<file path="src/vdp_pkg.sv">
package vdp_pkg;

    // element and vector geometry
    localparam int ELEM_W = 16;
    localparam int LANES = 2;

    // default sizes, overridden from the top level
    localparam int NUM_COL = 2;
    localparam int DEPTH = 4;      // weight and acc entries per column
    localparam int FIFO_DEPTH = 4;

    typedef logic signed [ELEM_W-1:0] elem_t;
    typedef logic [LANES*ELEM_W-1:0] vec_t;  // lane 0 in the low bits
    typedef logic [1:0] idx_t;               // register entry
    typedef logic [2:0] vlen_t;              // 1..DEPTH
    typedef logic [0:0] col_t;

    typedef enum logic [1:0] {
        OP_LOAD = 2'd0,
        OP_MACC = 2'd1,
        OP_STREAMOUT = 2'd2
    } op_e;

endpackage
</file>
<file path="src/col_ctrl_if.sv">
`timescale 1ns/1ns

interface col_ctrl_if #(
    parameter int N_COL = vdp_pkg::NUM_COL
);
    vdp_pkg::vec_t x;          // broadcast input vector
    logic [N_COL-1:0] wr_mask; // weight write, one bit per column
    logic macc_en;             // mac in every column
    logic [N_COL-1:0] rd_mask; // read and clear accumulator
    vdp_pkg::idx_t addr;

    // sequencer side
    modport seq (
        output x, wr_mask, macc_en, rd_mask, addr
    );

    modport col (
        input x, wr_mask, macc_en, rd_mask, addr
    );

endinterface

</file>
<file path="src/vector_datapath.sv">
`timescale 1ns/1ns

module vector_datapath #(
    parameter int NUM_COL = vdp_pkg::NUM_COL,
    parameter int FIFO_DEPTH = vdp_pkg::FIFO_DEPTH
) (
    input  logic clk,
    input  logic rst,
    // command
    input  logic i_start,
    input  vdp_pkg::op_e i_op,
    input  vdp_pkg::vlen_t i_vlen,
    output logic o_done,
    output logic o_busy,
    // stream in
    input  vdp_pkg::vec_t i_tdata,
    input  logic i_tvalid,
    output logic o_tready,
    // stream out
    output vdp_pkg::vec_t o_tdata,
    output logic o_tvalid,
    input  logic i_tready,
    output logic o_tlast
);

    logic [vdp_pkg::LANES*vdp_pkg::ELEM_W:0] in_word;  // last bit unused on input
    logic in_empty;
    logic in_full;
    logic in_pop;
    logic out_push;
    logic out_pop;
    logic out_empty;
    logic out_last;
    vdp_pkg::vec_t out_data;
    vdp_pkg::vec_t [NUM_COL-1:0] acc_bus;

    col_ctrl_if #(.N_COL(NUM_COL)) ctrl_if ();

    assign o_tready = !in_full;
    assign o_tvalid = !out_empty;
    assign out_pop = o_tvalid && i_tready;

    sync_fifo #(.DEPTH_P(FIFO_DEPTH)) u_in_fifo (
        .clk    (clk),
        .rst    (rst),
        .i_push (i_tvalid && !in_full),
        .i_pop  (in_pop),
        .i_din  ({1'b0, i_tdata}),
        .o_dout (in_word),
        .o_empty(in_empty),
        .o_full (in_full)
    );

    op_sequencer #(.NUM_COL(NUM_COL), .CREDITS(FIFO_DEPTH)) u_seq (
        .clk       (clk),
        .rst       (rst),
        .i_start   (i_start),
        .i_op      (i_op),
        .i_vlen    (i_vlen),
        .i_in_valid(!in_empty),
        .i_in_data (in_word[vdp_pkg::LANES*vdp_pkg::ELEM_W-1:0]),
        .o_in_pop  (in_pop),
        .i_out_pop (out_pop),
        .i_acc     (acc_bus),
        .o_out_push(out_push),
        .o_out_data(out_data),
        .o_out_last(out_last),
        .o_done    (o_done),
        .o_busy    (o_busy),
        .ctrl      (ctrl_if)
    );

    // input vector broadcast to every column
    for (genvar c = 0; c < NUM_COL; c++) begin : g_col
        vector_column #(.COL_IDX(c)) u_col (
            .clk  (clk),
            .rst  (rst),
            .ctrl (ctrl_if),
            .o_acc(acc_bus[c])
        );
    end

    sync_fifo #(.DEPTH_P(FIFO_DEPTH)) u_out_fifo (
        .clk    (clk),
        .rst    (rst),
        .i_push (out_push),  // credits keep this below full
        .i_pop  (out_pop),
        .i_din  ({out_last, out_data}),
        .o_dout ({o_tlast, o_tdata}),
        .o_empty(out_empty),
        .o_full ()
    );

endmodule

</file>
<file path="src/vector_column.sv">
`timescale 1ns/1ns

module vector_column #(
    parameter int COL_IDX = 0
) (
    input  logic clk,
    input  logic rst,
    col_ctrl_if.col ctrl,
    output vdp_pkg::vec_t o_acc
);

    localparam int EW = vdp_pkg::ELEM_W;

    vdp_pkg::vec_t w_mem [vdp_pkg::DEPTH];
    vdp_pkg::vec_t acc_mem [vdp_pkg::DEPTH];
    vdp_pkg::vec_t w_rd;
    vdp_pkg::vec_t acc_rd;
    vdp_pkg::vec_t mac_sum;
    vdp_pkg::vec_t mac_q;
    vdp_pkg::idx_t mac_addr_q;
    logic mac_vld_q;

    // one lane, result wraps to the element width
    function automatic vdp_pkg::elem_t mac_elem(
        input vdp_pkg::elem_t a,
        input vdp_pkg::elem_t w,
        input vdp_pkg::elem_t x
    );
        vdp_pkg::elem_t prod;
        prod = vdp_pkg::elem_t'(w * x);
        return vdp_pkg::elem_t'(a + prod);
    endfunction

    assign w_rd = w_mem[ctrl.addr];
    assign acc_rd = acc_mem[ctrl.addr];
    assign o_acc = acc_rd;  // streamout source

    always_comb begin
        for (int l = 0; l < vdp_pkg::LANES; l++) begin
            mac_sum[l*EW +: EW] = mac_elem(acc_rd[l*EW +: EW], w_rd[l*EW +: EW],
                                           ctrl.x[l*EW +: EW]);
        end
    end

    // weight half of the register file
    always_ff @(posedge clk) begin
        if (ctrl.wr_mask[COL_IDX]) begin
            w_mem[ctrl.addr] <= ctrl.x;
        end
    end

    // mac pipeline stage
    always_ff @(posedge clk) begin
        if (rst) begin
            mac_vld_q <= 1'b0;
        end else begin
            mac_vld_q <= ctrl.macc_en;
        end
    end

    always_ff @(posedge clk) begin
        if (ctrl.macc_en) begin
            mac_q <= mac_sum;
            mac_addr_q <= ctrl.addr;
        end
    end

    // accumulator half, write back one cycle after the mac
    always_ff @(posedge clk) begin
        if (rst) begin
            for (int e = 0; e < vdp_pkg::DEPTH; e++) begin
                acc_mem[e] <= '0;
            end
        end else begin
            if (mac_vld_q) begin
                acc_mem[mac_addr_q] <= mac_q;
            end
            // read and clear, never in the same op as a write back
            if (ctrl.rd_mask[COL_IDX]) begin
                acc_mem[ctrl.addr] <= '0;
            end
        end
    end

endmodule

</file>
<file path="src/op_sequencer.sv">
`timescale 1ns/1ns

module op_sequencer #(
    parameter int NUM_COL = vdp_pkg::NUM_COL,
    parameter int CREDITS = vdp_pkg::FIFO_DEPTH
) (
    input  logic clk,
    input  logic rst,
    input  logic i_start,
    input  vdp_pkg::op_e i_op,
    input  vdp_pkg::vlen_t i_vlen,
    input  logic i_in_valid,
    input  vdp_pkg::vec_t i_in_data,
    output logic o_in_pop,
    input  logic i_out_pop,
    input  vdp_pkg::vec_t [NUM_COL-1:0] i_acc,
    output logic o_out_push,
    output vdp_pkg::vec_t o_out_data,
    output logic o_out_last,
    output logic o_done,
    output logic o_busy,
    col_ctrl_if.seq ctrl
);

    localparam int CRED_W = $clog2(CREDITS + 1);

    typedef enum logic {S_IDLE, S_RUN} state_e;

    state_e state_q;
    vdp_pkg::op_e op_q;
    vdp_pkg::vlen_t vlen_q;
    vdp_pkg::idx_t entry_q;
    vdp_pkg::col_t col_q;
    logic [CRED_W-1:0] credit_q;
    logic done_q;
    logic [NUM_COL-1:0] col_sel;
    logic entry_last;
    logic col_last;
    logic is_stream;
    logic step;
    logic op_end;

    assign entry_last = ({1'b0, entry_q} == vlen_q - 3'd1);
    assign col_last = (col_q == vdp_pkg::col_t'(NUM_COL - 1));
    assign is_stream = (op_q == vdp_pkg::OP_STREAMOUT);
    assign col_sel = NUM_COL'(1) << col_q;

    // streamout is paced by credits, load and macc by input data
    assign step = (state_q == S_RUN) && (is_stream ? (credit_q != '0) : i_in_valid);
    assign op_end = step && entry_last && ((op_q == vdp_pkg::OP_MACC) || col_last);

    assign o_in_pop = step && !is_stream;
    assign ctrl.x = i_in_data;
    assign ctrl.addr = entry_q;
    assign ctrl.macc_en = step && (op_q == vdp_pkg::OP_MACC);
    assign ctrl.wr_mask = (step && (op_q == vdp_pkg::OP_LOAD)) ? col_sel : '0;
    assign ctrl.rd_mask = (step && is_stream) ? col_sel : '0;

    assign o_out_push = step && is_stream;
    assign o_out_data = i_acc[col_q];            // supplier column
    assign o_out_last = entry_last && col_last;
    assign o_done = done_q;
    assign o_busy = (state_q == S_RUN);

    // one credit per free slot in the output fifo
    always_ff @(posedge clk) begin
        if (rst) begin
            credit_q <= CRED_W'(CREDITS);
        end else begin
            credit_q <= credit_q - CRED_W'(o_out_push) + CRED_W'(i_out_pop);
        end
    end

    always_ff @(posedge clk) begin
        if (rst) begin
            state_q <= S_IDLE;
            op_q <= vdp_pkg::OP_LOAD;
            vlen_q <= '0;
            entry_q <= '0;
            col_q <= '0;
            done_q <= 1'b0;
        end else begin
            done_q <= op_end;
            case (state_q)
                S_IDLE: begin
                    if (i_start) begin  // start only seen here
                        state_q <= S_RUN;
                        op_q <= i_op;
                        vlen_q <= i_vlen;
                        entry_q <= '0;
                        col_q <= '0;
                    end
                end
                S_RUN: begin
                    if (step) begin
                        if (entry_last) begin
                            entry_q <= '0;
                            col_q <= col_last ? '0 : col_q + 1'b1;
                        end else begin
                            entry_q <= entry_q + 1'b1;
                        end
                    end
                    if (op_end) begin
                        state_q <= S_IDLE;
                    end
                end
                default: state_q <= S_IDLE;
            endcase
        end
    end

endmodule

</file>
<file path="src/sync_fifo.sv">
`timescale 1ns/1ns

module sync_fifo #(
    parameter int DEPTH_P = vdp_pkg::FIFO_DEPTH
) (
    input  logic clk,
    input  logic rst,
    input  logic i_push,
    input  logic i_pop,
    input  logic [vdp_pkg::LANES*vdp_pkg::ELEM_W:0] i_din,  // {last, vector}
    output logic [vdp_pkg::LANES*vdp_pkg::ELEM_W:0] o_dout,
    output logic o_empty,
    output logic o_full
);

    localparam int PTR_W = (DEPTH_P > 1) ? $clog2(DEPTH_P) : 1;
    localparam int CNT_W = $clog2(DEPTH_P + 1);

    logic [vdp_pkg::LANES*vdp_pkg::ELEM_W:0] mem [DEPTH_P];
    logic [PTR_W-1:0] wr_ptr;
    logic [PTR_W-1:0] rd_ptr;
    logic [CNT_W-1:0] count;
    logic push_ok;
    logic pop_ok;

    assign push_ok = i_push && !o_full;
    assign pop_ok = i_pop && !o_empty;
    assign o_empty = (count == '0);
    assign o_full = (count == CNT_W'(DEPTH_P));
    assign o_dout = mem[rd_ptr];  // head, read without a clock

    always_ff @(posedge clk) begin
        if (push_ok) begin
            mem[wr_ptr] <= i_din;
        end
    end

    always_ff @(posedge clk) begin
        if (rst) begin
            wr_ptr <= '0;
            rd_ptr <= '0;
            count <= '0;
        end else begin
            if (push_ok) begin
                wr_ptr <= (wr_ptr == PTR_W'(DEPTH_P - 1)) ? '0 : wr_ptr + 1'b1;
            end
            if (pop_ok) begin
                rd_ptr <= (rd_ptr == PTR_W'(DEPTH_P - 1)) ? '0 : rd_ptr + 1'b1;
            end
            count <= count + CNT_W'(push_ok) - CNT_W'(pop_ok);
        end
    end

endmodule

</file>
<file path="config.mk">
export PLATFORM = sky130hd
export DESIGN_NAME = vector_datapath
export DESIGN_NICKNAME = d
export VERILOG_FILES = /design/src/vdp_pkg.sv /design/src/col_ctrl_if.sv /design/src/vector_datapath.sv /design/src/vector_column.sv /design/src/op_sequencer.sv /design/src/sync_fifo.sv
export SDC_FILE = /design/constraint.sdc
export NUM_CORES = 2
export LEC_CHECK = 0
export BUFFER_PORTS_ARGS = -buffer_cell sky130_fd_sc_hd__buf_2
export CELL_PAD_IN_SITES_DETAIL_PLACEMENT = 1
export CELL_PAD_IN_SITES_GLOBAL_PLACEMENT = 1
export CORE_ASPECT_RATIO = 1.2
export CORE_MARGIN = 4
export CORE_UTILIZATION = 45
export CTS_CLUSTER_DIAMETER = 100
export DETAILED_ROUTE_END_ITERATION = 6
export PLACE_DENSITY_LB_ADDON = 0.1
export SYNTH_ARGS = -nofsm -noshare
export SYNTH_HDL_FRONTEND = slang
export SYNTH_SLANG_ARGS = --single-unit
</file>
<file path="constraint.sdc">
create_clock -name clk -period 8.4 [get_ports clk]
set_input_delay 0.84 -clock clk [delete_from_list [all_inputs] [get_ports clk]]
set_output_delay 0.84 -clock clk [all_outputs]
set_load 0.02 [all_outputs]
</file>
==> metrics.log <==
INFO  metric shortest_clock_period_the_worst_path_allows_after_layout = 7.37 ns
INFO  metric number_of_top_level_pins = 79
INFO  metric grt_start_max_net_pins = 175
INFO  metric cts_buffers = 94
INFO  metric layout-drive-gt1-share = 12.2%
INFO  metric postSynthRegisterBits = 872
INFO  metric grt_antenna_before_repair = 7
INFO  metric critical_path.endpoint_type = flip-flop
INFO  metric post-route-drc-count = 0
INFO  metric netlist-cell-type-count = 60
INFO  metric report.final.hold_viol_count = 0
INFO  metric rsz0062_at_grt = false
INFO  metric areaGrowthSynthToFinish = 9.89%
INFO  metric mappedNetlistNets = 5,218
INFO  metric run_status = completed
INFO  metric worst_r2r_path_depth = 19
INFO  metric setup_violators_final = 0
INFO  metric critical-path-slowest-cell = sky130_fd_sc_hd__dfxtp_4
INFO  metric hold_crit_class = in -> reg
INFO  metric fin_nets = 5,244
INFO  metric post_synth_main_area_contributors = sky130_fd_sc_hd__edfxtp_1 (33%), sky130_fd_sc_hd__fa_1 (14%), sky130_fd_sc_hd__dfxtp_1 (11%)
INFO  metric netlist_area = 52,900 um^2
INFO  metric synthesis.instances = 4,516
INFO  metric route.vias.total = 33,120
INFO  metric detailedRoute.firstPassIterationCount = 5
INFO  metric floorplan.die_area = 123,000 um^2
INFO  metric first_global_vias = 36,254
INFO  metric tightestPinTransition = 1.05 ns
INFO  metric clock-sinks = 872
INFO  metric synth_edf_count = 582
INFO  metric global_route_wire_length_before_repair = 222,000 um
INFO  metric multi_input_comb_area = 26,000 um^2
INFO  metric vias_per_cell = 5.38
INFO  metric worstPathCellList = buf_4 -> mux2i_1 -> mux2_2 -> clkinv_1 -> and2_1 -> fa_1 -> inv_1 -> fa_1 -> inv_1 -> fa_1 -> fa_1 -> fa_1 -> inv_1 -> fa_1 -> inv_1 -> ha_1 -> and3_1 -> a2111oi_0 -> o211ai_1
INFO  metric cp.required = 8.82 ns
INFO  metric synth_top_area_share = 33.1%
INFO  metric synth.largest_area_cell = sky130_fd_sc_hd__edfxtp_1
INFO  metric cpLargestDelayFamily = adder cells
INFO  metric yosysSeqAreaShare = 44.0%
INFO  metric worstPathBufferInverterCount = 6
INFO  metric die_height = 383 um
INFO  metric routed_antenna_nets = 0
INFO  metric reg2reg_setup_slack = 1.03 ns
INFO  metric clock_tree_root = sky130_fd_sc_hd__clkbuf_16
INFO  metric critPathMaxFanout = 29
INFO  metric final_estimated_routing_congestion_in_global_placement = 0.817
INFO  metric worst_slew_margin_rel = 27.9%
INFO  metric placement_rows = 137
INFO  metric wl_per_cell = 23.3 um
INFO  metric critPathCapture = g_col[0].u_col.mac_q[30]$_DFFE_PP_
INFO  metric max_clock_buf_depth = 3
INFO  metric synth_warnings = 0
INFO  metric port-buffer-count = 78
INFO  metric clk_pin_slew_worst_paths = 0.06 ns
INFO  metric cts_tree = done
INFO  metric setup-tns-final = 0 ns
INFO  metric finalMaxSlewViolations = 0
INFO  metric critical_path_depth = 19
INFO  metric cts.repair.resized = 0
INFO  metric crit_type = reg -> reg
INFO  metric critical_path_arrival = 7.80 ns
INFO  metric synthMostInstantiatedCell = sky130_fd_sc_hd__inv_1
INFO  metric synth_area_per_cell = 11.7 um^2
INFO  metric iter_0_drt_violations = 1,807
INFO  metric ys.flop_type = sky130_fd_sc_hd__edfxtp_1
INFO  metric groute.usage.overall = 23.8%
INFO  metric cts-htree-levels = 3
INFO  metric fmax = 136 MHz
INFO  metric floorplan.initialDensity = 45.4%
INFO  metric postCtsSetupRepairBufs = 0
INFO  metric final_util = 49.9%
INFO  metric setup.worst_path.start_class = flip-flop
INFO  metric sequential_cell_area = 23,300 um^2
INFO  metric core-area = 116,000 um^2
INFO  metric detailedPlacementHpwl = 99,400 um
INFO  metric diodes = 0
INFO  metric final.setup_skew = 0.0351 ns
INFO  metric min_period_over_period = 87.8%
INFO  metric critical_path.most_common_cell = sky130_fd_sc_hd__fa_1
INFO  metric slowest_delay = 0.68 ns
INFO  metric async_reset_ff_share = 0%
INFO  metric netlist_top_cells_count = sky130_fd_sc_hd__inv_1 (734), sky130_fd_sc_hd__edfxtp_1 (582), sky130_fd_sc_hd__nor2_1 (478), sky130_fd_sc_hd__fa_1 (375), sky130_fd_sc_hd__dfxtp_1 (290)
INFO  metric routed_wirelength = 143,000 um
INFO  metric timing.rr.end = g_col[0].u_col.mac_q[30]$_DFFE_PP_
INFO  metric nFillCells = 12,090
INFO  metric grt_total_ovfl = 0
INFO  metric cts_hold_fix_bufs = 0
INFO  metric die-width = 321 um
INFO  metric max-cap-violations = 0
INFO  metric clk_latency = 0.71 ns
[cell usage in the layout (no fill, tap or decap), types with 7 or more instances in the layout]
master,Yosys,final
sky130_fd_sc_hd__inv_1,734,734
sky130_fd_sc_hd__edfxtp_1,582,582
sky130_fd_sc_hd__nor2_1,478,472
sky130_fd_sc_hd__fa_1,375,375
sky130_fd_sc_hd__ha_1,285,285
sky130_fd_sc_hd__dfxtp_1,290,284
sky130_fd_sc_hd__nand2_1,250,250
sky130_fd_sc_hd__a21oi_1,230,230
sky130_fd_sc_hd__nor3b_1,195,193
sky130_fd_sc_hd__and2_1,174,166
sky130_fd_sc_hd__mux4_2,155,155
sky130_fd_sc_hd__xnor2_1,135,135
sky130_fd_sc_hd__clkbuf_16,0,95
sky130_fd_sc_hd__mux2i_1,82,82
sky130_fd_sc_hd__buf_2,22,77
sky130_fd_sc_hd__mux2_2,68,68
sky130_fd_sc_hd__a22oi_1,65,65
sky130_fd_sc_hd__buf_4,4,54
sky130_fd_sc_hd__xor2_1,37,37
sky130_fd_sc_hd__o21ai_0,21,21
sky130_fd_sc_hd__clkbuf_1,153,18
sky130_fd_sc_hd__nor2b_1,15,15
sky130_fd_sc_hd__nor3_1,14,13
sky130_fd_sc_hd__a21o_1,13,13
sky130_fd_sc_hd__bufinv_16,0,13
sky130_fd_sc_hd__clkinv_1,1,12
sky130_fd_sc_hd__clkinv_2,0,11
sky130_fd_sc_hd__and2_2,1,9
sky130_fd_sc_hd__nand2b_1,8,8
sky130_fd_sc_hd__clkinvlp_4,0,8
sky130_fd_sc_hd__clkinv_4,0,8
sky130_fd_sc_hd__o21ai_1,7,7
sky130_fd_sc_hd__inv_6,0,7
[routing by layer]
layer	routed length, um	up-vias	track usage [%]
met4	2910	2	5.78
met1	63500	17287	32.0
met3	5430	181	2.62
li1	-	15043	-
met2	71300	607	41.6
met5	13	-	0
[worst min path at each step]
| stage | to | startpoint | slack [ns] | cells past startpoint |
|---|---|---|---|---|
| after floorplan | u_seq.vlen_q[1]$_SDFFE_PP0P_ | u_seq.vlen_q[1]$_SDFFE_PP0P_ | 0.44 | 2 |
| after global placement | u_seq.vlen_q[1]$_SDFFE_PP0P_ | u_seq.vlen_q[1]$_SDFFE_PP0P_ | 0.45 | 2 |
| after detailed placement | u_seq.vlen_q[1]$_SDFFE_PP0P_ | u_seq.vlen_q[1]$_SDFFE_PP0P_ | 0.45 | 2 |
| after CTS | u_in_fifo.mem[3][26]$_DFFE_PP_ | i_tdata[26] | 0.29 | 1 |
| after global routing | u_in_fifo.mem[3][20]$_DFFE_PP_ | i_tdata[20] | 0.32 | 1 |
| final | u_in_fifo.mem[1][2]$_DFFE_PP_ | i_tdata[2] | 0.36 | 1 |
[layout make-up]
cell class                 instances  share of cell area [%]
clock buffer                     114                    4.23
tap                             1529                    3.29
inverter                         741                    4.79
clock inverter                    62                    1.31
multi-input combinational       2696                    44.7
timing repair buffer             137                    1.56
sequential                       872                    40.1
[worst reg2reg max path, delay by kind of cell, from the launching register on]
kind	cells	cell delay (ns)
AO/OA/AOI/OAI	2	0.51
adder cells (fa/ha/maj)	7	3.34
buffers and inverters	6	1.24
flip-flops	1	0.68
multiplexers	2	0.77
AND/OR/NAND/NOR	2	0.56
[cells by family after synthesis]
| group | share of synthesized area (%) |
|---|---|
| xor gates and xnor gates | 2.85 |
| AOI/OAI and AO/OA | 4.32 |
| adders and majority gates | 21.0 |
| buffers and inverters | 7.04 |
| DFF | 44.0 |
| muxes | 10.0 |
| and+or+nand+nor | 10.8 |
[registers in the layout, indices dropped and copies added (netlist names), named ones only]
| name | count |
|---|---|
| g_col.u_col.acc_mem | 256 |
| g_col.u_col.w_mem | 256 |
| u_out_fifo.mem | 132 |
| u_in_fifo.mem | 128 |
| g_col.u_col.mac_q | 64 |
| u_in_fifo.count | 3 |
| u_out_fifo.count | 3 |
| u_seq.credit_q | 3 |
| u_seq.vlen_q | 3 |
| g_col.u_col.mac_addr_q | 2 |
| u_in_fifo.rd_ptr | 2 |
| u_in_fifo.wr_ptr | 2 |
| u_out_fifo.rd_ptr | 2 |
| u_out_fifo.wr_ptr | 2 |
| u_seq.ctrl.addr | 2 |
| u_seq.op_q | 2 |
| g_col.u_col.mac_vld_q | 1 |
| u_seq.col_last | 1 |
| u_seq.o_busy | 1 |
| u_seq.o_done | 1 |
[through the flow]
stage / hold WS [ns] / std cells / cell area, um^2 / worst slack, ns
detailed placement: 0.453 / 5975 / 54900 / 1.02
CTS: 0.294 / 6151 / 58100 / 0.941
global placement: 0.448 / 5975 / 54900 / 1.12
finish: 0.360 / 6151 / 58100 / 1.03
global route: 0.323 / 6151 / 58100 / 0.596
floorplan: 0.436 / 4516 / 52900 / 1.88
Power is not shown: default switching activity piles up to over one toggle a cycle in this logic, so the estimate is an artifact.
